## config.mk

```make
export PLATFORM = sky130hd
export DESIGN_NAME = pinSync
export DESIGN_NICKNAME = d
export VERILOG_FILES = /design/src/verilog/pinSync.sv
export VERILOG_INCLUDE_DIRS = /design/src /design/src/verilog
export SDC_FILE = /design/constraint.sdc
export NUM_CORES = 1
export LEC_CHECK = 0
export BUFFER_PORTS_ARGS = -buffer_cell sky130_fd_sc_hd__buf_4
export CAP_MARGIN = 10
export CELL_PAD_IN_SITES_DETAIL_PLACEMENT = 1
export CELL_PAD_IN_SITES_GLOBAL_PLACEMENT = 2
export CORE_MARGIN = 8
export CORE_UTILIZATION = 28
export DETAILED_ROUTE_END_ITERATION = 12
export GPL_TIMING_DRIVEN = 0
export PLACE_DENSITY_LB_ADDON = 0.1
export SETUP_SLACK_MARGIN = 0.1
export SYNTH_ARGS = -nofsm -noshare
export SYNTH_HDL_FRONTEND = slang
export SYNTH_SLANG_ARGS = --single-unit
```

## constraint.sdc

```tcl
create_clock -name i_clk -period 0.8 [get_ports i_clk]
set_input_delay 0.04 -clock i_clk [delete_from_list [all_inputs] [get_ports i_clk]]
set_output_delay 0.04 -clock i_clk [all_outputs]
set_load 0.01 [all_outputs]
```

## src/verilog/gpio_consts.svh

```systemverilog
// GPIO constants for port width, synchronizer depth, register map and alternate pins
`ifndef GPIO_CONSTS_SVH
`define GPIO_CONSTS_SVH

// ------------------------------
// Port geometry
// ------------------------------
`define GPIO_WIDTH  16         // Pins on the port
`define SYNC_STAGES 2          // Flops per input synchronizer

// ------------------------------
// Register word addresses
// ------------------------------
`define ADDR_CFG    2'b00      // Alternate function and interrupt config
`define ADDR_PIN    2'b01      // Synchronized pin levels, read only
`define ADDR_DIR    2'b10      // Direction, 1 drives the pin
`define ADDR_OUT    2'b11      // Output value

// ------------------------------
// Alternate function pins
// ------------------------------
// Config bits sit at the same positions as these pin indices
`define PIN_INTL    8          // Low external interrupt
`define PIN_INTH    9          // High external interrupt
`define PIN_TMR3    10         // Timer 3 PWM out
`define PIN_TMR2    11         // Timer 2 PWM out
`define PIN_SDA     12         // I2C data, bidirectional
`define PIN_SCL     13         // I2C clock
`define PIN_URX     14         // UART receive, input only
`define PIN_UTX     15         // UART transmit

`endif

```

## src/verilog/pinSync.sv

```systemverilog
// Pin synchronizer, a multi-flop chain per bit for asynchronous pin inputs
`include "gpio_consts.svh"

module pinSync #(
	parameter int WIDTH = `GPIO_WIDTH
) (
	input  logic             i_clk,
	input  logic             i_arstN,
	input  logic [WIDTH-1:0] i_async,   // Raw pin levels
	output logic [WIDTH-1:0] o_sync     // Safe to use in i_clk domain
);

	// Stage 0 may go metastable, later stages settle it
	logic [WIDTH-1:0] syncQ [`SYNC_STAGES];

	always_ff @(posedge i_clk or negedge i_arstN) begin
		if (!i_arstN) begin
			for (int s = 0; s < `SYNC_STAGES; s++) begin
				syncQ[s] <= '0;
			end
		end else begin
			syncQ[0] <= i_async;
			// Shift down the chain
			for (int s = 1; s < `SYNC_STAGES; s++) begin
				syncQ[s] <= syncQ[s-1];
			end
		end
	end

	assign o_sync = syncQ[`SYNC_STAGES-1];  // Last stage only

endmodule
```

==> results.txt <==
critical path class: reg2out
DRT iter0 DRCs: 3
slowest cell delay on critical path: 0.39 ns
final hold violations: 0
worst skew pair latency: 0.32 ns
most frequent cells in the layout: 32 x dfrtp_1, 17 x dlygate4sd3_1, 17 x buf_4
total grt overflow: 0
post-layout minimum cycle time: 0.872 ns
Worst EP arrival: 0.83 ns
GP Congestion: 0.625
failing checks: negative setup slack
antenna violations before repair: 0
post-DR vias/cell: 3.51
status: finished, violations left
final period utilization: 109%
vias in the first global route: 557
Max VDD drop: 1200 uV
launch point of the critical path: o_sync[13]
initial core utilization: 28.3%
Ys Warns: 0
total number of vias: 478
CP max FO: 1
placed cells: 127
endpoints failing setup: 16
share of cells above drive strength 1: 45.6%
number of synthesized register bits: 32
critical path required time: 0.76 ns
core box area: 3260 um^2
Worst Tran Pin Value: 0.390 ns
Post-Syn Area: 921 um^2
maximum clock rate: 1150 MHz
Synth area leader: dfrtp_1
Final Max Tran Viols: 0
Leak: 0.674 nW
clock sinks: 32
slowest CP cell: dfrtp_1
max_slew headroom: 74.0%
Crit. End Element: output port
final wirelength: 1630 um
largest net degree at the start of global routing: 33
post-route setup slack: -0.0717 ns
Port Buf Inserts: 33
Min-Delay Path Class: in2async
syn nets: 66
critical path's top delay family: flip-flops
Ports: 34
H-tree depth: 2
FP Rows: 21
Fillers: 340
die height: 73.4 um
Util after Layout: 43.9%
Multi-input gate area: 0 um^2
first-pass GRT wire length: 2540 um
cells after synthesis: 48
crit-path cells: buf_6
Max clock buf depth: 2
Worst setup SP type: flip-flop
commonest non-fill, non-tap cell in the layout: dfrtp_1
total power: 3.34 mW
Die ar.: 5380 um^2
Syn Area/Cell: 19.2 um^2
Place WS: 0.155 ns
max cap viols: 0
Tot GR Track Use: 6.79%
Root Buffer: clkbuf_4
die width: 73.4 um
sequential share of the synthesized area: 87.0%
Inserted Clock Buffers: 5
CTS tree: built
NumNets Final: 107
Clock Skew: 0.00463 ns
DRT Pass-1 Iters: 3
drc violations: 0
Yosys cell types: 2
ANT cells: 0
Yosys top cell area share: 87.0%
CTS clock-pin slew for the worst setup and hold paths: 0.10 ns
worst path buffer plus inverter count: 1
number of multi-input logic gates: 0
non-filler cells, final: 136
Reg2Reg Launch Point: syncQ[23]
drt wl/cell: 12.0 um
number of nets with antenna violations after routing: 0
Pwr Density: 2330 nW/um^2
RSZ-0062 raised after global routing: true
ranking of synthesized cells by area: dfrtp_1 87%, buf_4 13%
area grow syn2layout: 55.4%
-- power by group --
part | switching, mW | internal (mW) | total [mW]
registers | 0.0281 | 1.70 | 1.73
logic | 0.0902 | 0.179 | 0.270
clock network | 0.514 | 0.830 | 1.34
-- layout make-up --
cell class / instances / area, um^2 / area share (%)
flip-flops and latches: 32 / 801 / 55.9
repair buffers: 50 / 478 / 33.4
clock inverters: 1 / 30.0 / 2.10
well taps: 46 / 57.6 / 4.02
clock buffers: 7 / 65.1 / 4.55
-- layer usage --
layer / track usage, % / share of wire, % / vias to the layer above
li1: - / - / 212
met1: 5.48 / 33 / 240
met2: 11.5 / 56 / 24
met3: 3.82 / 10 / 2
met4: 5.99 / 0.67 / 0
met5: 0 / 0 / -
-- cells in the mapped netlist --
cell and instances:
buf_4 16, dfrtp_1 32
-- sequential cells by signal (all words and copies together), names as in the netlist --
name	count
syncQ	16
o_sync	16
-- cell families after synthesis --
kind of cell and synth area share, %:
buf+inv 13.0, flops 87.0
-- worst paths after layout --
check	to	slack, ns	depth (start not counted)
worst max-delay path	o_sync[13]	-0.07	1
worst min-delay path	o_sync[5]	0.19	2
worst max register to register	o_sync[7]	0.32	0
worst min register to register	o_sync[5]	0.35	0
max in group asynchronous	syncQ[20]	0.33	2
min in group i_clk	o_sync[5]	0.35	0
-- what timing repair did --
item / in CTS / in global routing
setup buffers: 0 / 0
hold buffers: 17 / 0
gates cloned: 0 / 0
gates resized for setup: 16 / 0
setup endpoints to repair: 16 / 16
hold endpoints to repair: 48 / 0
-- stage by stage --
stage,hold slack (ns),cell area [um^2],setup TNS (ns)
2_1_floorplan,-0.256,921,0
3_3_place_gp,-0.0102,1230,0
3_5_place_dp,-0.00485,1230,0
4_1_cts,0.161,1430,-1.52
5_1_grt,0.197,1430,-1.77
6_report,0.187,1430,-1.03
No activity file was read; power rests on OpenSTA's default activity.
