`config.mk`:
```
export PLATFORM = sky130hd
export DESIGN_NAME = extIntDetect_flat
export DESIGN_NICKNAME = d
export VERILOG_FILES = /design/src/verilog/gpioPkg.sv /design/src/verilog/gpioCtrlIf.sv /design/src/verilog/extIntDetect.sv /design/src/flat_wrapper.sv
export VERILOG_INCLUDE_DIRS = /design/src /design/src/verilog
export SDC_FILE = /design/constraint.sdc
export NUM_CORES = 1
export LEC_CHECK = 0
export BUFFER_PORTS_ARGS = -buffer_cell sky130_fd_sc_hd__buf_2
export CAP_MARGIN = 30
export CORE_AREA = 2 2 39 41
export DETAILED_ROUTE_END_ITERATION = 16
export DIE_AREA = 0 0 41 43
export GPL_ROUTABILITY_DRIVEN = 1
export GPL_TIMING_DRIVEN = 1
export PLACE_DENSITY_LB_ADDON = 0.05
export SETUP_SLACK_MARGIN = 0.3
export SLEW_MARGIN = 20
export SYNTH_ARGS = -nofsm -noshare
export SYNTH_HDL_FRONTEND = slang
export SYNTH_SLANG_ARGS = --single-unit
```
`constraint.sdc`:
```
create_clock -name i_clk -period 0.8 [get_ports i_clk]
set_input_delay 0 -clock i_clk [delete_from_list [all_inputs] [get_ports i_clk]]
set_output_delay 0 -clock i_clk [all_outputs]
set_load 0.01 [all_outputs]
```
`src/verilog/gpio_consts.svh`:
```
// GPIO constants for port width, synchronizer depth, register map and alternate pins
`ifndef GPIO_CONSTS_SVH
`define GPIO_CONSTS_SVH

// ------------------------------
// Port geometry
// ------------------------------
`define GPIO_WIDTH  16         // Pins on the port
`define SYNC_STAGES 2          // Flops per input synchronizer

// ------------------------------
// Register word addresses
// ------------------------------
`define ADDR_CFG    2'b00      // Alternate function and interrupt config
`define ADDR_PIN    2'b01      // Synchronized pin levels, read only
`define ADDR_DIR    2'b10      // Direction, 1 drives the pin
`define ADDR_OUT    2'b11      // Output value

// ------------------------------
// Alternate function pins
// ------------------------------
// Config bits sit at the same positions as these pin indices
`define PIN_INTL    8          // Low external interrupt
`define PIN_INTH    9          // High external interrupt
`define PIN_TMR3    10         // Timer 3 PWM out
`define PIN_TMR2    11         // Timer 2 PWM out
`define PIN_SDA     12         // I2C data, bidirectional
`define PIN_SCL     13         // I2C clock
`define PIN_URX     14         // UART receive, input only
`define PIN_UTX     15         // UART transmit

`endif

```
`src/verilog/gpioPkg.sv`:
```
// GPIO package with the vector types shared across the port
`include "gpio_consts.svh"

package gpioPkg;

	// ------------------------------
	// Data words
	// ------------------------------
	// One bit per pin, also the bus data width
	typedef logic [`GPIO_WIDTH-1:0] gpioWord_t;

	// ------------------------------
	// Bus addressing
	// ------------------------------
	// Selects one of the four register views
	typedef logic [1:0] memAddr_t;

endpackage

```
`src/verilog/gpioCtrlIf.sv`:
```
// GPIO control interface carrying register state from the register block to pin logic
interface gpioCtrlIf;
	import gpioPkg::*;

	// Alternate function enables
	logic      cfgUart;   // Pins 15/14 to UART
	logic      cfgI2c;    // Pins 13/12 to I2C
	logic      cfgTmr2;   // Pin 11 to TMR2 PWM
	logic      cfgTmr3;   // Pin 10 to TMR3 PWM

	// Interrupt polarity, 1 is rising
	logic      cfgIntH;
	logic      cfgIntL;

	// Per-pin drive state
	gpioWord_t dir;       // 1 drives the pin
	gpioWord_t out;       // Value when driven

	// Register side owns everything
	modport regs (
		output cfgUart, cfgI2c, cfgTmr2, cfgTmr3, cfgIntH, cfgIntL, dir, out
	);

	// Pin mux only needs function enables and drive state
	modport pins (
		input cfgUart, cfgI2c, cfgTmr2, cfgTmr3, dir, out
	);

	// Edge detector only needs polarity
	modport intr (
		input cfgIntH, cfgIntL
	);

endinterface

```
`src/verilog/extIntDetect.sv`:
```
// External interrupt detector producing one-cycle pulses on pin 9 and pin 8 edges
`include "gpio_consts.svh"

module extIntDetect (
	input  logic               i_clk,
	input  logic               i_arstN,
	input  gpioPkg::gpioWord_t i_pinSync,
	gpioCtrlIf.intr            ctrl,
	output logic               o_intEXH,
	output logic               o_intEXL
);

	// ------------------------------
	// Edge detect
	// ------------------------------
	// Index 1 is the high pin, index 0 the low pin
	logic [1:0] curLvl;
	logic [1:0] prevQ;    // Level seen last cycle
	logic [1:0] polarity; // 1 means rising
	logic [1:0] edgeHit;
	logic [1:0] intQ;

	assign curLvl   = {i_pinSync[`PIN_INTH], i_pinSync[`PIN_INTL]};
	assign polarity = {ctrl.cfgIntH, ctrl.cfgIntL};

	// A change whose new level matches polarity
	assign edgeHit = (curLvl ^ prevQ) & ~(curLvl ^ polarity);

	// ------------------------------
	// Pulse registers
	// ------------------------------
	always_ff @(posedge i_clk or negedge i_arstN) begin
		if (!i_arstN) begin
			prevQ <= '0;
			intQ  <= '0;
		end else begin
			prevQ <= curLvl;
			intQ  <= edgeHit;   // High for one cycle per edge
		end
	end

	assign o_intEXH = intQ[1];
	assign o_intEXL = intQ[0];

endmodule

```
`src/flat_wrapper.sv`:
```
// flat-port wrapper written by rule: the top's interface ports become plain ports
module extIntDetect_flat 
  (i_clk, i_arstN, i_pinSync, o_intEXH, o_intEXL, ctrl_cfgIntH, ctrl_cfgIntL);
  gpioCtrlIf ctrl_i ();
  input  logic i_clk;
  input  logic i_arstN;
  input  gpioPkg::gpioWord_t i_pinSync;
  output logic o_intEXH;
  output logic o_intEXL;
  input wire logic [$bits(ctrl_i.cfgIntH)-1:0] ctrl_cfgIntH;
  input wire logic [$bits(ctrl_i.cfgIntL)-1:0] ctrl_cfgIntL;
  assign ctrl_i.cfgIntH = ctrl_cfgIntH;
  assign ctrl_i.cfgIntL = ctrl_cfgIntL;
  extIntDetect u_core (.i_clk(i_clk), .i_arstN(i_arstN), .i_pinSync(i_pinSync), .ctrl(ctrl_i), .o_intEXH(o_intEXH), .o_intEXL(o_intEXL));
endmodule
```
==> metrics.csv <==
stage,metric,value,unit
status,status,"finished, violations left",
status,violations,hold timing,
critical_path,arrival,0.71,ns
synth,seq_area_frac_synth,72.07,%
sta,period_minus_slack,0.7120,ns
cts,cts_root_buffer,clkbuf_4,
sta,slew_headroom,90.94,%
pwr,ir_drop,0.0004574,V
die,start_util,10.04,%
pwr,p_int,408.0,uW
pwr,power_density,2288,nW/um2
cts,cts_max_path_buffers,2,
cts,cts_tree,built,
critical_path,critical_path_class,register to output pin,
sta,finalCritPeriodShare,89.00,%
synth,synth_nets,30,
pwr,switching_share,21.27,%
critical_path,worst-path-buf-inv,1,
sta,finalSetupViolations,0,
sta,finClkSkew,0.00009562,ns
cts,cts.clk_slew.worst_paths,0.04,ns
grt,grt_pass1_vias,115,
placement,portBuffers,7,
routing,drtIter0Drc,3,
routing,routedWlPerCell,8.351,um
critical_path,max_stage_delay,0.35,ns
synth,ys_ff_latch,4,
sta,slew_viol_final,0,
routing,drt_drc_violations_left,0,
critical_path,cp_slowest_cell,dfrtp_1,
cts,cts-resized-gates,0,
pwr,p_leak,0.1098,nW
critical_path,crit_chain,buf_2,
grt,grt_pass1_wl,469,um
synth,synth_area_per_cell,13.89,um2
pwr,p_sw,110.2,uW
synth,netlist_area,138.9,um2
cts,htree_levels,1,
die,io-pin-count,22,
min_path,worstHoldPathType,primary input to register,
cts,hold_buffers,1,
sta,worst_slew_pin_slew,0.1359,ns
critical_path,end_kind,output pin,
synth,yosysUniqueCellTypes,5,
sta,holdWs,-0.1031,ns
finish,diodes,0,
routing,vias,115,
cts,cts.sinks,4,
die,core-area,1384,um2
pwr,power,518.2,uW
synth,synth_cells,10,
critical_path,start_kind,register,
placement,gp_congestion,0.5756,
sta,rsz0062_at_grt,yes,
pwr,p_comb_share,9.0,%
critical_path,crit_required,0.80,ns
synth,yosysWarnings,0,
die,fp.dieW,41,um
routing,drt-total-wl,309,um
cts,clock_latency,0.23,ns
routing,met3_length,44,um
die,design.die.area,1763,um2
grt,grt_max_degree,5,
finish,finalNetCount,43,
routing,met1_length,150,um
routing,detail-route-antenna-nets,0,
routing,topRoutingLayerUsed,met3,
pwr,clkPwrFrac,48.6,%
finish,drive_gt1_share,52.38,%
die,rows,14,
routing,first_pass_iters,4,
routing,met2_length,114,um
grt,grt_usage,4.935,%
sta,tns,0,ns
pwr,seqPwrFrac,42.4,%
critical_path,path_max_fanout,1,
grt,grt_overflow,0,
sta,hold_viol,4,
grt,antenna_found_initial,0,
cts,numCtsBuffers,3,
sta,clock.fmax,1.404,GHz
critical_path,cpLargestDelayFamily,flip-flops,
cts,postCtsSetupRepairBufs,0,
die,die_h,43,um
finish,area_growth,63.06,%
job,cap_violations,0,
routing,via_per_inst,3.108,
power groups by stage:
stage          registers [mW]  clock network, mW  logic [mW]
2_1_floorplan           0.226                  0      0.0125
3_3_place_gp            0.222                  0      0.0437
3_5_place_dp            0.222                  0      0.0434
4_1_cts                 0.220              0.267      0.0474
5_1_grt                 0.221              0.279      0.0513
6_report                0.220              0.252      0.0466
kinds of logic after synthesis:
group	share of synthesized area, %
DFF	72.07
and+or+nand+nor	14.41
AOI/OAI and AO/OA	13.51
layout by cell type (no fill, tap or decap):
master / count
nand2_1: 2
o22ai_1: 1
nand2b_1: 2
clkbuf_4: 3
buf_2: 7
dfrtp_1: 4
dlygate4sd3_1: 1
o22ai_2: 1
through the flow:
| stage | setup WS, ns | hold slack (ns) | cell area [um2] | std cells | util, % |
|---|---|---|---|---|---|
| 2_1_floorplan | 0.1731 | -0.2956 | 138.9 | 10 | - |
| 3_3_place_gp | 0.1591 | -0.1848 | 193.9 | 33 | 14.01 |
| 3_5_place_dp | 0.1515 | -0.1891 | 193.9 | 33 | 14.01 |
| 4_1_cts | 0.07066 | -0.1144 | 226.5 | 37 | 16.37 |
| 5_1_grt | 0.04896 | -0.1099 | 226.5 | 37 | 16.37 |
| 6_report | 0.08799 | -0.1031 | 226.5 | 37 | 16.37 |
synthesized netlist by cell type:
master	instances	share of area (%)
dfrtp_1	4	72
nand2_1	2	5.4
nand2b_1	2	9.0
o22ai_1	1	4.5
o22ai_2	1	9.0
area by class of cell:
cell class              instances  area (um2)
multi-input cells               6       38.79
well taps                      16       20.02
clock buffers                   3       22.52
flip-flops and latches          4       100.1
repair buffers                  8       45.04
fillers                       160        1157
final timing paths:
kind | from | endpoint | slack, ns | cells past startpoint
max | u_core.intQ[1]$_DFF_PN0_ | o_intEXH | 0.09 | 1
min | i_pinSync[9] | u_core.prevQ[1]$_DFF_PN0_ | -0.10 | 1
max reg2reg | u_core.prevQ[1]$_DFF_PN0_ | u_core.intQ[1]$_DFF_PN0_ | 0.14 | 2
min reg2reg | u_core.prevQ[1]$_DFF_PN0_ | u_core.intQ[1]$_DFF_PN0_ | 0.47 | 1
max in group asynchronous | i_arstN | u_core.intQ[0]$_DFF_PN0_ | 0.57 | 2
min in group asynchronous | i_arstN | u_core.intQ[1]$_DFF_PN0_ | 0.11 | 2
routing by layer:
| layer | vias to the layer above | track usage [%] |
|---|---|---|
| met5 | - | 0 |
| met4 | 0 | 10.00 |
| met3 | 0 | 3.665 |
| met2 | 8 | 3.750 |
| met1 | 51 | 4.870 |
| li1 | 56 | - |
state kept, by name, indices dropped and copies added (netlist names):
register      count
u_core.intQ       2
u_core.prevQ      2
timing repair:
action	4_1_cts	5_1_grt
cloned	0	0
hold endpoints to repair	8	4
setup endpoints to repair	4	4
No activity file was read; power rests on OpenSTA's default activity.
