$ cat src/verilog/gpio_consts.svh
// GPIO constants for port width, synchronizer depth, register map and alternate pins
`ifndef GPIO_CONSTS_SVH
`define GPIO_CONSTS_SVH

// ------------------------------
// Port geometry
// ------------------------------
`define GPIO_WIDTH  16         // Pins on the port
`define SYNC_STAGES 2          // Flops per input synchronizer

// ------------------------------
// Register word addresses
// ------------------------------
`define ADDR_CFG    2'b00      // Alternate function and interrupt config
`define ADDR_PIN    2'b01      // Synchronized pin levels, read only
`define ADDR_DIR    2'b10      // Direction, 1 drives the pin
`define ADDR_OUT    2'b11      // Output value

// ------------------------------
// Alternate function pins
// ------------------------------
// Config bits sit at the same positions as these pin indices
`define PIN_INTL    8          // Low external interrupt
`define PIN_INTH    9          // High external interrupt
`define PIN_TMR3    10         // Timer 3 PWM out
`define PIN_TMR2    11         // Timer 2 PWM out
`define PIN_SDA     12         // I2C data, bidirectional
`define PIN_SCL     13         // I2C clock
`define PIN_URX     14         // UART receive, input only
`define PIN_UTX     15         // UART transmit

`endif

$ cat src/verilog/gpioPkg.sv
// GPIO package with the vector types shared across the port
`include "gpio_consts.svh"

package gpioPkg;

	// ------------------------------
	// Data words
	// ------------------------------
	// One bit per pin, also the bus data width
	typedef logic [`GPIO_WIDTH-1:0] gpioWord_t;

	// ------------------------------
	// Bus addressing
	// ------------------------------
	// Selects one of the four register views
	typedef logic [1:0] memAddr_t;

endpackage

$ cat src/verilog/gpioCtrlIf.sv
// GPIO control interface carrying register state from the register block to pin logic
interface gpioCtrlIf;
	import gpioPkg::*;

	// Alternate function enables
	logic      cfgUart;   // Pins 15/14 to UART
	logic      cfgI2c;    // Pins 13/12 to I2C
	logic      cfgTmr2;   // Pin 11 to TMR2 PWM
	logic      cfgTmr3;   // Pin 10 to TMR3 PWM

	// Interrupt polarity, 1 is rising
	logic      cfgIntH;
	logic      cfgIntL;

	// Per-pin drive state
	gpioWord_t dir;       // 1 drives the pin
	gpioWord_t out;       // Value when driven

	// Register side owns everything
	modport regs (
		output cfgUart, cfgI2c, cfgTmr2, cfgTmr3, cfgIntH, cfgIntL, dir, out
	);

	// Pin mux only needs function enables and drive state
	modport pins (
		input cfgUart, cfgI2c, cfgTmr2, cfgTmr3, dir, out
	);

	// Edge detector only needs polarity
	modport intr (
		input cfgIntH, cfgIntL
	);

endinterface

$ cat src/verilog/gpioRegs.sv
// GPIO register block holding config, direction and output state with the bus read mux
`include "gpio_consts.svh"

module gpioRegs (
	input  logic               i_clk,
	input  logic               i_arstN,
	input  gpioPkg::memAddr_t  i_memAddr,
	input  gpioPkg::gpioWord_t i_memDataIn,
	input  logic               i_memWrEn,
	input  gpioPkg::gpioWord_t i_pinSync,
	output gpioPkg::gpioWord_t o_memDataOut,
	gpioCtrlIf.regs            ctrl
);
	import gpioPkg::*;

	// ------------------------------
	// Address decode
	// ------------------------------
	logic      cfgWrEn;
	logic      dirWrEn;
	logic      outWrEn;

	logic [5:0] cfgQ;     // {UART, I2C, TMR2, TMR3, IntH, IntL}
	gpioWord_t  dirQ;
	gpioWord_t  outQ;
	gpioWord_t  cfgRdWord;  // Sparse view of cfgQ

	// No enable for ADDR_PIN, writes there drop
	assign cfgWrEn = i_memWrEn && (i_memAddr == `ADDR_CFG);
	assign dirWrEn = i_memWrEn && (i_memAddr == `ADDR_DIR);
	assign outWrEn = i_memWrEn && (i_memAddr == `ADDR_OUT);

	// ------------------------------
	// Registers
	// ------------------------------
	always_ff @(posedge i_clk or negedge i_arstN) begin
		if (!i_arstN) begin
			cfgQ <= '0;
			dirQ <= '0;   // All pins released
			outQ <= '0;
		end else begin
			if (cfgWrEn) begin
				// Pack the six meaningful bits
				cfgQ <= {i_memDataIn[`PIN_URX], i_memDataIn[`PIN_SDA],
					i_memDataIn[`PIN_TMR2], i_memDataIn[`PIN_TMR3],
					i_memDataIn[`PIN_INTH], i_memDataIn[`PIN_INTL]};
			end
			if (dirWrEn) begin
				dirQ <= i_memDataIn;
			end
			if (outWrEn) begin
				outQ <= i_memDataIn;
			end
		end
	end

	// Fan register state out to pin logic
	assign ctrl.cfgUart = cfgQ[5];
	assign ctrl.cfgI2c  = cfgQ[4];
	assign ctrl.cfgTmr2 = cfgQ[3];
	assign ctrl.cfgTmr3 = cfgQ[2];
	assign ctrl.cfgIntH = cfgQ[1];
	assign ctrl.cfgIntL = cfgQ[0];
	assign ctrl.dir     = dirQ;
	assign ctrl.out     = outQ;

	// ------------------------------
	// Read path
	// ------------------------------
	// Config bits return at their write positions, rest zero
	always_comb begin
		cfgRdWord            = '0;
		cfgRdWord[`PIN_URX]  = cfgQ[5];
		cfgRdWord[`PIN_SDA]  = cfgQ[4];
		cfgRdWord[`PIN_TMR2] = cfgQ[3];
		cfgRdWord[`PIN_TMR3] = cfgQ[2];
		cfgRdWord[`PIN_INTH] = cfgQ[1];
		cfgRdWord[`PIN_INTL] = cfgQ[0];
	end

	always_comb begin
		o_memDataOut = '0;
		case (i_memAddr)
			`ADDR_CFG: o_memDataOut = cfgRdWord;
			`ADDR_PIN: o_memDataOut = i_pinSync;   // Synced pin levels
			`ADDR_DIR: o_memDataOut = dirQ;
			`ADDR_OUT: o_memDataOut = outQ;
			default:   o_memDataOut = '0;
		endcase
	end

endmodule

$ cat src/flat_wrapper.sv
// flat-port wrapper written by rule: the top's interface ports become plain ports
module gpioRegs_flat import gpioPkg::*;
  (i_clk, i_arstN, i_memAddr, i_memDataIn, i_memWrEn, i_pinSync, o_memDataOut, ctrl_cfgUart, ctrl_cfgI2c, ctrl_cfgTmr2, ctrl_cfgTmr3, ctrl_cfgIntH, ctrl_cfgIntL, ctrl_dir, ctrl_out);
  gpioCtrlIf ctrl_i ();
  input  logic i_clk;
  input  logic i_arstN;
  input  gpioPkg::memAddr_t i_memAddr;
  input  gpioPkg::gpioWord_t i_memDataIn;
  input  logic i_memWrEn;
  input  gpioPkg::gpioWord_t i_pinSync;
  output gpioPkg::gpioWord_t o_memDataOut;
  output wire logic [$bits(ctrl_i.cfgUart)-1:0] ctrl_cfgUart;
  output wire logic [$bits(ctrl_i.cfgI2c)-1:0] ctrl_cfgI2c;
  output wire logic [$bits(ctrl_i.cfgTmr2)-1:0] ctrl_cfgTmr2;
  output wire logic [$bits(ctrl_i.cfgTmr3)-1:0] ctrl_cfgTmr3;
  output wire logic [$bits(ctrl_i.cfgIntH)-1:0] ctrl_cfgIntH;
  output wire logic [$bits(ctrl_i.cfgIntL)-1:0] ctrl_cfgIntL;
  output wire logic [$bits(ctrl_i.dir)-1:0] ctrl_dir;
  output wire logic [$bits(ctrl_i.out)-1:0] ctrl_out;
  assign ctrl_cfgUart = ctrl_i.cfgUart;
  assign ctrl_cfgI2c = ctrl_i.cfgI2c;
  assign ctrl_cfgTmr2 = ctrl_i.cfgTmr2;
  assign ctrl_cfgTmr3 = ctrl_i.cfgTmr3;
  assign ctrl_cfgIntH = ctrl_i.cfgIntH;
  assign ctrl_cfgIntL = ctrl_i.cfgIntL;
  assign ctrl_dir = ctrl_i.dir;
  assign ctrl_out = ctrl_i.out;
  gpioRegs u_core (.i_clk(i_clk), .i_arstN(i_arstN), .i_memAddr(i_memAddr), .i_memDataIn(i_memDataIn), .i_memWrEn(i_memWrEn), .i_pinSync(i_pinSync), .o_memDataOut(o_memDataOut), .ctrl(ctrl_i));
endmodule
$ cat config.mk
export PLATFORM = sky130hd
export DESIGN_NAME = gpioRegs_flat
export DESIGN_NICKNAME = d
export VERILOG_FILES = /design/src/verilog/gpioPkg.sv /design/src/verilog/gpioCtrlIf.sv /design/src/verilog/gpioRegs.sv /design/src/flat_wrapper.sv
export VERILOG_INCLUDE_DIRS = /design/src /design/src/verilog
export SDC_FILE = /design/constraint.sdc
export NUM_CORES = 1
export LEC_CHECK = 0
export BUFFER_PORTS_ARGS = -buffer_cell sky130_fd_sc_hd__buf_2
export CAP_MARGIN = 30
export CORE_MARGIN = 4
export CORE_UTILIZATION = 40
export DETAILED_ROUTE_END_ITERATION = 8
export HOLD_SLACK_MARGIN = 0.02
export PLACE_DENSITY_LB_ADDON = 0.15
export SETUP_SLACK_MARGIN = 0.3
export SYNTH_ARGS = -nofsm -noshare
export SYNTH_HDL_FRONTEND = slang
export SYNTH_SLANG_ARGS = --single-unit
$ cat constraint.sdc
create_clock -name i_clk -period 1.2 [get_ports i_clk]
set_clock_uncertainty 0.1 [all_clocks]
set_input_delay 0.18 -clock i_clk [delete_from_list [all_inputs] [get_ports i_clk]]
set_output_delay 0.18 -clock i_clk [all_outputs]
set_load 0.02 [all_outputs]
==> results of run 1 <==
## worst max-delay path: cells and delay by family, from the launching register on
family / cells / cell delay (ns)
AO/OA/AOI/OAI: 1 / 0.22
multiplexers: 1 / 0.27
flip-flops: 1 / 0.43
buffers and inverters: 1 / 0.13
## report_power, final
| group | switching [uW] | internal [uW] |
|---|---|---|
| Combinational | 1080 | 1840 |
| Clock | 461 | 581 |
| Sequential | 236 | 1560 |
## cell type report
cell class	instances	area (um^2)
timing repair buffer	162	1650
multi-input combinational	68	1070
sequential	38	985
fill	196	596
clock buffer	8	110
tap	52	65.1
## sequential cells by signal, indices dropped and copies added, names as in the netlist
name / flops
u_core.cfgQ: 6
u_core.ctrl.dir: 16
u_core.ctrl.out: 16
## cells in the mapped netlist
master	n
a22o_1	10
buf_1	1
buf_2	2
buf_6	4
dfrtp_1	38
mux2_2	28
mux2_4	20
mux4_2	6
nand3_4	1
nand3b_4	1
nor2b_1	1
nor3b_4	1
## kinds of logic after synthesis
family / after synthesis
multiplexers: 54
AND/OR/NAND/NOR: 4
AO/OA/AOI/OAI: 10
buffers and inverters: 7
flip-flops: 38
## per-stage QoR
stage,setup TNS [ns],cell area [um^2]
global placement,-9.32,3000
floorplan,-0.908,2130
finish,-9.03,3880
global route,-10.34,3880
detailed placement,-10.08,3000
CTS,-7.45,3670
## per-layer routing
metal  GRT usage  up-vias
li1            -      759
met1       0.259      842
met2       0.376       59
met3      0.0562        7
met4      0.0427        0
met5           0        -
## worst paths after layout
| kind | start | endpoint | slack [ns] | cells after the start |
|---|---|---|---|---|
| max | u_core.ctrl.out[15]$_DFFE_PN0P_ | o_memDataOut[15] | -0.42 | 3 |
| min | i_memDataIn[15] | u_core.ctrl.out[15]$_DFFE_PN0P_ | 0.03 | 2 |
| max reg2reg | u_core.ctrl.out[8]$_DFFE_PN0P_ | u_core.ctrl.out[8]$_DFFE_PN0P_ | -0.02 | 4 |
| min reg2reg | u_core.ctrl.out[13]$_DFFE_PN0P_ | u_core.ctrl.out[13]$_DFFE_PN0P_ | 0.46 | 1 |
| max in group asynchronous | i_arstN | u_core.ctrl.out[11]$_DFFE_PN0P_ | 0.51 | 3 |
| min in group asynchronous | i_arstN | u_core.ctrl.dir[3]$_DFFE_PN0P_ | 0.28 | 3 |
## timing repair
item	CTS	global route
endpoints found under the hold margin	38	0
pin swaps	9	1
buffers inserted	7	17
setup endpoints to repair	92	92
resized for setup	151	23
hold buffers	1	0
==> metrics.txt, run 1 <==
# DRC 0; Cell Area, Synth 1910 um^2; crit path kind register to primary output; post-synthesis mux area share 0.393; RSZ-0062 raised after global routing yes; DR vias/cell 5.08; CP startpoint kind register; Ports 91; failing checks negative setup slack; Routed Antenna Nets 0; fin nets 312; top post-synthesis cells by area dfrtp_1 50%, mux2_2 17%, mux2_4 16%; placed insts 295; ANT cells 0; Worst setup EP type primary output; DR WL met2 3.47 mm; maximum vdd drop 0.893 mV; Fmax achieved 0.617 GHz; TritonCTS clock tree built; crit-path max FO 2; Worst path max stage delay 0.43 ns; vias in the first global route 1883; Lkg Pwr 0.00196 uW; layout cell share with drive strength beyond 1 0.946; Crit-path slowest cell dfrtp_2; critical path cell sequence mux2_4 > a22o_4 > buf_6; net count of the mapped netlist 150; CTS Sinks 38; distinct cell type count after synthesis 12; fin. max-slew vios 0; Slew @ Worst Pin 0.206 ns; Max Root-Sink Buffers 2; Critical Path RT 0.92 ns; DRT Wirelength 6.51 mm; initial antenna violation count 0; 1st-iter DRT viols 60; FF+latch count, synth 38; Avg Cell Area, Syn 16.9 um^2; yosys warns 0; status complete, but fails checks; Die ar. 5950 um^2; TritonCTS Buffers 5; area share of the largest cell type after synthesis 0.498; Synth Area in XOR/XNOR 0; Clk Latency, worst-skew pair 0.29 ns; Max-Slew Margin vs Limit 0.862; Area Growth Syn to Fin 103%; wire per inst 19.9 um; metal3 WL 360 um; Post-Syn Instances 113; Die W 77.1 um; Power, Total 5750 uW; most common cell after layout, fill and taps aside buf_6; WL met1 2.63 mm; Core Region 4470 um^2; compound-gate portion of the synthesized area 0.0458; simple-gate share of the synthesized area 0.0327; Non-Filler Instances 328; final worst-path setup slack -0.422 ns; H-Tree Level Count 2; Final Hold Fails 0; DRT Pass-1 Iters 4; Port Buf Inserts 90; fin crit share 1.35; final setup fails 47; via count 1667; P per Cell Area 1480 nW/um^2; chip height 77.1 um; initial core utilization 0.427; first-pass GRT wire length 9.87 mm; worst slack at placement -0.266 ns; post-route minimum period 1.62 ns; post-DP HPWL 4.34 mm; top cell type by total area after synthesis dfrtp_1; main combinational cell family by area after synthesis multiplexers; Worst-path clk slew 0.08 ns; GRT Overall Usage 0.212; crit path DAT 1.34 ns; Seq/Total Area, Yosys 0.498; DR top layer met4; Hold Path Class input pin to register; CTS Root Cell clkbuf_8; largest net degree at the start of global routing 39; global route total overflow 0; Max Cap Viol 0; routability congestion estimate 0.731; final design utilization 0.867; Synth Area in Adders 0; worst hold slack 0.0272 ns; # rows 24; most frequent cells in the layout 106 x buf_6, 47 x mux2_4, 34 x buf_2
(Power assumes the default switching activity.)
==> run 2: changes to the inputs <==
SKIP_LAST_GASP = 1   (was not set)
==> metrics.txt, run 2 (synthesis gave the netlist of run 1 again) <==
crit-path max FO 2 (unchanged); Max-Slew Margin vs Limit 0.858 (was 0.862); Placed Instance Area 3000 um^2 (unchanged); Critical R2R Launch u_core.ctrl.out[8]$_DFFE_PN0P_ (unchanged); Crit-path slowest cell mux4_2 (was dfrtp_2); post-route cell area 3840 um^2 (was 3880 um^2); Slew @ Worst Pin 0.213 ns (was 0.206 ns); DRT Pass-1 Iters 4 (unchanged); CTS Sinks 38 (unchanged); TritonCTS clock tree built (unchanged); routability congestion estimate 0.731 (unchanged); final worst-path setup slack -0.426 ns (was -0.422 ns); Lkg Pwr 0.00196 uW (about the same); Hold Path Origin i_memDataIn[2] (was i_memDataIn[15]); Critical Path RT 0.92 ns (about the same); most frequent cells in the layout 99 x buf_6, 47 x mux2_4, 38 x buf_2 (was 106 x buf_6, 47 x mux2_4, 34 x buf_2); Routed Antenna Nets 0 (unchanged); TritonCTS Buffers 5 (unchanged); post-route minimum period 1.63 ns (was 1.62 ns); DR vias/cell 5.10 (was 5.08); slack of the worst reg-to-reg path -0.01 ns (was -0.02 ns); ANT cells 0 (unchanged); crit path kind register to primary output (unchanged); Die ar. 5950 um^2 (unchanged); Non-Filler Instances 332 (was 328); Worst Hold End u_core.ctrl.dir[2]$_DFFE_PN0P_ (was u_core.ctrl.out[15]$_DFFE_PN0P_); Clk Latency, worst-skew pair 0.29 ns (about the same); Worst path max stage delay 0.50 ns (was 0.43 ns); Hold Path Class input pin to register (unchanged); post-DP HPWL 4.34 mm (unchanged); placed insts 295 (unchanged); fin nets 316 (was 312); Area Growth Syn to Fin 101% (was 103%); RSZ-0062 raised after global routing yes (unchanged); maximum vdd drop 0.992 mV (was 0.893 mV); Max Cap Viol 0 (unchanged); initial antenna violation count 0 (unchanged); critical path cell sequence mux4_2 > buf_6 (was mux2_4 > a22o_4 > buf_6); largest net degree at the start of global routing 39 (unchanged); H-Tree Level Count 2 (unchanged); chip height 77.1 um (unchanged); status complete, but fails checks (unchanged); Fmax achieved 0.615 GHz (was 0.617 GHz); Worst setup EP type primary output (unchanged); global route total overflow 0 (unchanged); first-pass GRT wire length 9.71 mm (was 9.87 mm); reg-to-reg endpoint u_core.ctrl.out[8]$_DFFE_PN0P_ (unchanged); Die W 77.1 um (unchanged); via count 1693 (was 1667); CTS Root Cell clkbuf_8 (unchanged); fin. max-slew vios 0 (unchanged); P per Cell Area 1480 nW/um^2 (about the same); Worst-path clk slew 0.07 ns (was 0.08 ns); failing checks negative setup slack (unchanged); fin crit share 1.35 (about the same); Ports 91 (unchanged); vias in the first global route 1863 (was 1883); Port Buf Inserts 90 (unchanged); Filler Cell Count 204 (was 196); Core Region 4470 um^2 (unchanged); R2R depth 4 (unchanged); DRT Wirelength 6.41 mm (was 6.51 mm); crit path DAT 1.35 ns (was 1.34 ns); final setup fails 48 (was 47); # rows 24 (unchanged); Final Hold Fails 0 (unchanged); Max Root-Sink Buffers 2 (unchanged); CP startpoint kind register (unchanged); GRT Overall Usage 0.208 (was 0.212); 1st-iter DRT viols 67 (was 60); most common cell after layout, fill and taps aside buf_6 (unchanged); hold path depth 2 (unchanged); layout cell share with drive strength beyond 1 0.943 (was 0.946); initial core utilization 0.427 (unchanged); # DRC 0 (unchanged); wire per inst 19.3 um (was 19.9 um)
[run 2: worst max path at each step]
stage | start | end | slack (ns)
2_1_floorplan | u_core.ctrl.out[10]$_DFFE_PN0P_ | o_memDataOut[10] | -0.07
3_3_place_gp | i_memAddr[1] | u_core.cfgQ[4]$_DFFE_PN0P_ | -0.23
3_5_place_dp | i_memAddr[1] | o_memDataOut[12] | -0.27
4_1_cts | u_core.ctrl.out[12]$_DFFE_PN0P_ | o_memDataOut[12] | -0.43
5_1_grt | u_core.ctrl.out[8]$_DFFE_PN0P_ | o_memDataOut[8] | -0.46
6_report | u_core.ctrl.out[8]$_DFFE_PN0P_ | o_memDataOut[8] | -0.43
[run 2: layout make-up]
cell class,instances,area (um^2),share of cell area
repair buffers,166,1610,0.420
well taps,52,65.1,0.0169
flip-flops and latches,38,983,0.256
multi-input cells,68,1070,0.279
clock buffers,8,110,0.0286
[run 2: power breakdown]
group / switching [uW] / internal [uW]
clock: 441 / 580
sequential: 220 / 1560
combinational: 1080 / 1800
total: 1740 / 3940
[run 2: through the flow]
stage	setup slack (ns)	TNS, ns	power [uW]	util	hold WS, ns
after floorplan	-0.0658	-0.908	2860	-	-0.216
after global placement	-0.234	-9.32	3650	0.670	0.0589
after detailed placement	-0.266	-10.08	3720	0.670	0.0653
after CTS	-0.425	-7.57	5320	0.795	0.0247
after global routing	-0.460	-10.16	5920	0.859	0.0288
final	-0.426	-8.68	5670	0.859	0.0337
[run 2: what timing repair did]
item / 4_1_cts / 5_1_grt
pin swaps: 8 / 0
resized for setup: 119 / 36
endpoints found under the setup margin: 92 / 92
hold endpoints to repair: 38 / 0
buffers inserted: 7 / 21
hold buffers: 1 / 0
[run 2: critical path: cells and delay by family (launching register included)]
kind	cells	cell delay [ns]
buffers and inverters	1	0.15
flip-flops	1	0.41
multiplexers	1	0.50
[run 2: metal layers]
| layer | track usage | wire (um) |
|---|---|---|
| met5 | 0 | 0 |
| met4 | 0.0480 | 114 |
| met3 | 0.0550 | 369 |
| met2 | 0.375 | 3400 |
| met1 | 0.246 | 2520 |
==> run 3: changes to the inputs <==
clock period = 1.4 ns   (was 1.2 ns; I/O delays follow)
==> metrics.txt, run 3 (synthesis gave the netlist of run 1 again) <==
final setup fails 16 (was 48); hold path depth 2 (unchanged); Critical Path RT 1.09 ns (was 0.92 ns); Final Hold Fails 0 (unchanged); via count 1635 (was 1693); fin crit share 1.18; sw frac 0.303 (was 0.306); Non-Filler Instances 327 (was 332); post-DP HPWL 3.89 mm (was 4.34 mm); initial core utilization 0.427 (unchanged); Core Region 4470 um^2 (unchanged); TritonCTS clock tree built (unchanged); fin. max-slew vios 0 (unchanged); 1st-iter DRT viols 45 (was 67); Clk Latency, worst-skew pair 0.29 ns (about the same); CP Buf/Inv Count 1 (unchanged); Slew @ Worst Pin 0.357 ns (was 0.213 ns); # rows 24 (unchanged); ANT cells 0 (unchanged); Seq pwr share 0.312 (was 0.313); Die W 77.1 um (unchanged); Area Growth Syn to Fin 94.6% (was 101%); Max Cap Viol 0 (unchanged); post-route minimum period 1.65 ns; slack of the worst reg-to-reg path 0.15 ns (was -0.01 ns); TritonCTS Buffers 5 (unchanged); Hold Path Origin i_memDataIn[5] (was i_memDataIn[2]); Crit-path slowest cell mux4_2 (unchanged); crit-path max FO 2 (unchanged); GRT Overall Usage 0.202 (was 0.208); DRT Pass-1 Iters 4 (unchanged); Placed Instance Area 2720 um^2 (was 3000 um^2); layout cell share with drive strength beyond 1 0.924 (was 0.943); Routed Antenna Nets 0 (unchanged); DR vias/cell 5.00 (was 5.10); Hold Path Class input pin to register (unchanged); Worst setup EP type primary output (unchanged); wire per inst 19.2 um (was 19.3 um); status complete, but fails checks (unchanged); R2R depth 4 (unchanged); CP startpoint kind register (unchanged); # DRC 0 (unchanged); vias in the first global route 1753 (was 1863); critical path cell sequence mux4_2 > buf_6 (unchanged); Ports 91 (unchanged); global route total overflow 0 (unchanged); post-route cell area 3720 um^2 (was 3840 um^2); Fmax achieved 0.608 GHz; crit path DAT 1.34 ns (was 1.35 ns); chip height 77.1 um (unchanged); failing checks negative setup slack (unchanged); Max-Slew Margin vs Limit 0.762 (was 0.858); Max Root-Sink Buffers 2 (unchanged); Int Power 3380 uW (was 3940 uW); Comb pwr share 0.489 (was 0.507); Lkg Pwr 0.00186 uW (was 0.00196 uW); Die ar. 5950 um^2 (unchanged); Critical R2R Launch u_core.cfgQ[1]$_DFFE_PN0P_ (was u_core.ctrl.out[8]$_DFFE_PN0P_); Power, Total 4850 uW (was 5670 uW); Port Buf Inserts 90 (unchanged); final worst-path setup slack -0.245 ns (was -0.426 ns); final design utilization 0.831 (was 0.859); reg-to-reg endpoint u_core.cfgQ[1]$_DFFE_PN0P_ (was u_core.ctrl.out[8]$_DFFE_PN0P_); maximum vdd drop 0.789 mV (was 0.992 mV); Net Sw Power 1470 uW (was 1740 uW); routability congestion estimate 0.685 (was 0.731); DRT Wirelength 6.29 mm (was 6.41 mm); initial antenna violation count 0 (unchanged); H-Tree Level Count 2 (unchanged); P per Cell Area 1310 nW/um^2 (was 1480 nW/um^2); Filler Cell Count 240 (was 204); CTS Sinks 38 (unchanged); RSZ-0062 raised after global routing yes (unchanged); fin nets 311 (was 316); Worst-path clk slew 0.08 ns (was 0.07 ns); worst slack at placement -0.135 ns (was -0.266 ns); CTS Root Cell clkbuf_8 (unchanged); largest net degree at the start of global routing 39 (unchanged); Worst Hold End u_core.ctrl.dir[5]$_DFFE_PN0P_ (was u_core.ctrl.dir[2]$_DFFE_PN0P_); first-pass GRT wire length 9.29 mm (was 9.71 mm); Clock power frac 0.199 (was 0.180); Worst path max stage delay 0.48 ns (was 0.50 ns); Worst path top cell family by delay multiplexers (unchanged); most common cell after layout, fill and taps aside buf_6 (unchanged); crit path kind register to primary output (unchanged); placed insts 269 (was 295); most frequent cells in the layout 94 x buf_6, 37 x buf_2, 35 x mux2_4 (was 99 x buf_6, 47 x mux2_4, 38 x buf_2)
run 3: cell count changes in the layout (fill, tap and decap cells not counted), moves of 2 or more:
cell      before  now
a22o_1         2    4
a22o_4         8    6
buf_6         99   94
clkbuf_8       8    6
dfrtp_1       12   14
dfrtp_2       26   24
mux2_2         1   13
mux2_4        47   35
run 3: metal layers:
| layer | share of wire | GRT usage | vias up |
|---|---|---|---|
| met4 | 0.0079 | 0.0641 | 0 |
| met2 | 0.56 | 0.361 | 54 |
| met5 | 0 | 0 | - |
| met3 | 0.042 | 0.0375 | 7 |
| met1 | 0.39 | 0.247 | 827 |
| li1 | - | - | 747 |
run 3: how the worst max path moves through the flow:
stage | startpoint | end | slack [ns] | cells after the start
finish | u_core.ctrl.out[11]$_DFFE_PN0P_ | o_memDataOut[11] | -0.25 | 2
CTS | u_core.ctrl.out[7]$_DFFE_PN0P_ | o_memDataOut[7] | -0.25 | 3
global placement | i_memAddr[1] | o_memDataOut[0] | -0.12 | 5
detailed placement | i_memAddr[1] | o_memDataOut[0] | -0.13 | 5
floorplan | u_core.ctrl.out[14]$_DFFE_PN0P_ | o_memDataOut[14] | 0.10 | 1
global route | u_core.cfgQ[1]$_DFFE_PN0P_ | o_memDataOut[9] | -0.27 | 2
run 3: power by group through the flow:
stage / sequential, uW / combinational, uW / clock [uW]
2_1_floorplan: 1760 / 638 / 0
3_3_place_gp: 1500 / 1360 / 0
3_5_place_dp: 1520 / 1390 / 0
4_1_cts: 1490 / 2010 / 985
5_1_grt: 1540 / 2490 / 1030
6_report: 1510 / 2370 / 964
run 3: repair_timing:
| item | in CTS | in global routing |
|---|---|---|
| hold buffers | 1 | 0 |
| setup buffers | 24 | 25 |
| resized for setup | 113 | 38 |
| hold endpoints to repair | 38 | 0 |
| endpoints found under the setup margin | 92 | 75 |
| pin swaps | 6 | 0 |
run 3: cell type report:
class | instances | area, um^2 | area share
Clock buffer | 7 | 86.3 | 0.0232
Clock inverter | 1 | 30.0 | 0.00808
Multi-Input combinational cell | 68 | 1010 | 0.272
Sequential cell | 38 | 981 | 0.264
Tap cell | 52 | 65.1 | 0.0175
Timing Repair Buffer | 161 | 1550 | 0.416
run 3: per-stage QoR:
step,hold WS (ns),setup TNS (ns)
3_5_place_dp,0.198,-4.00
6_report,0.0689,-3.52
3_3_place_gp,0.178,-3.44
2_1_floorplan,-0.186,0
5_1_grt,0.0612,-4.06
4_1_cts,0.0592,-3.55
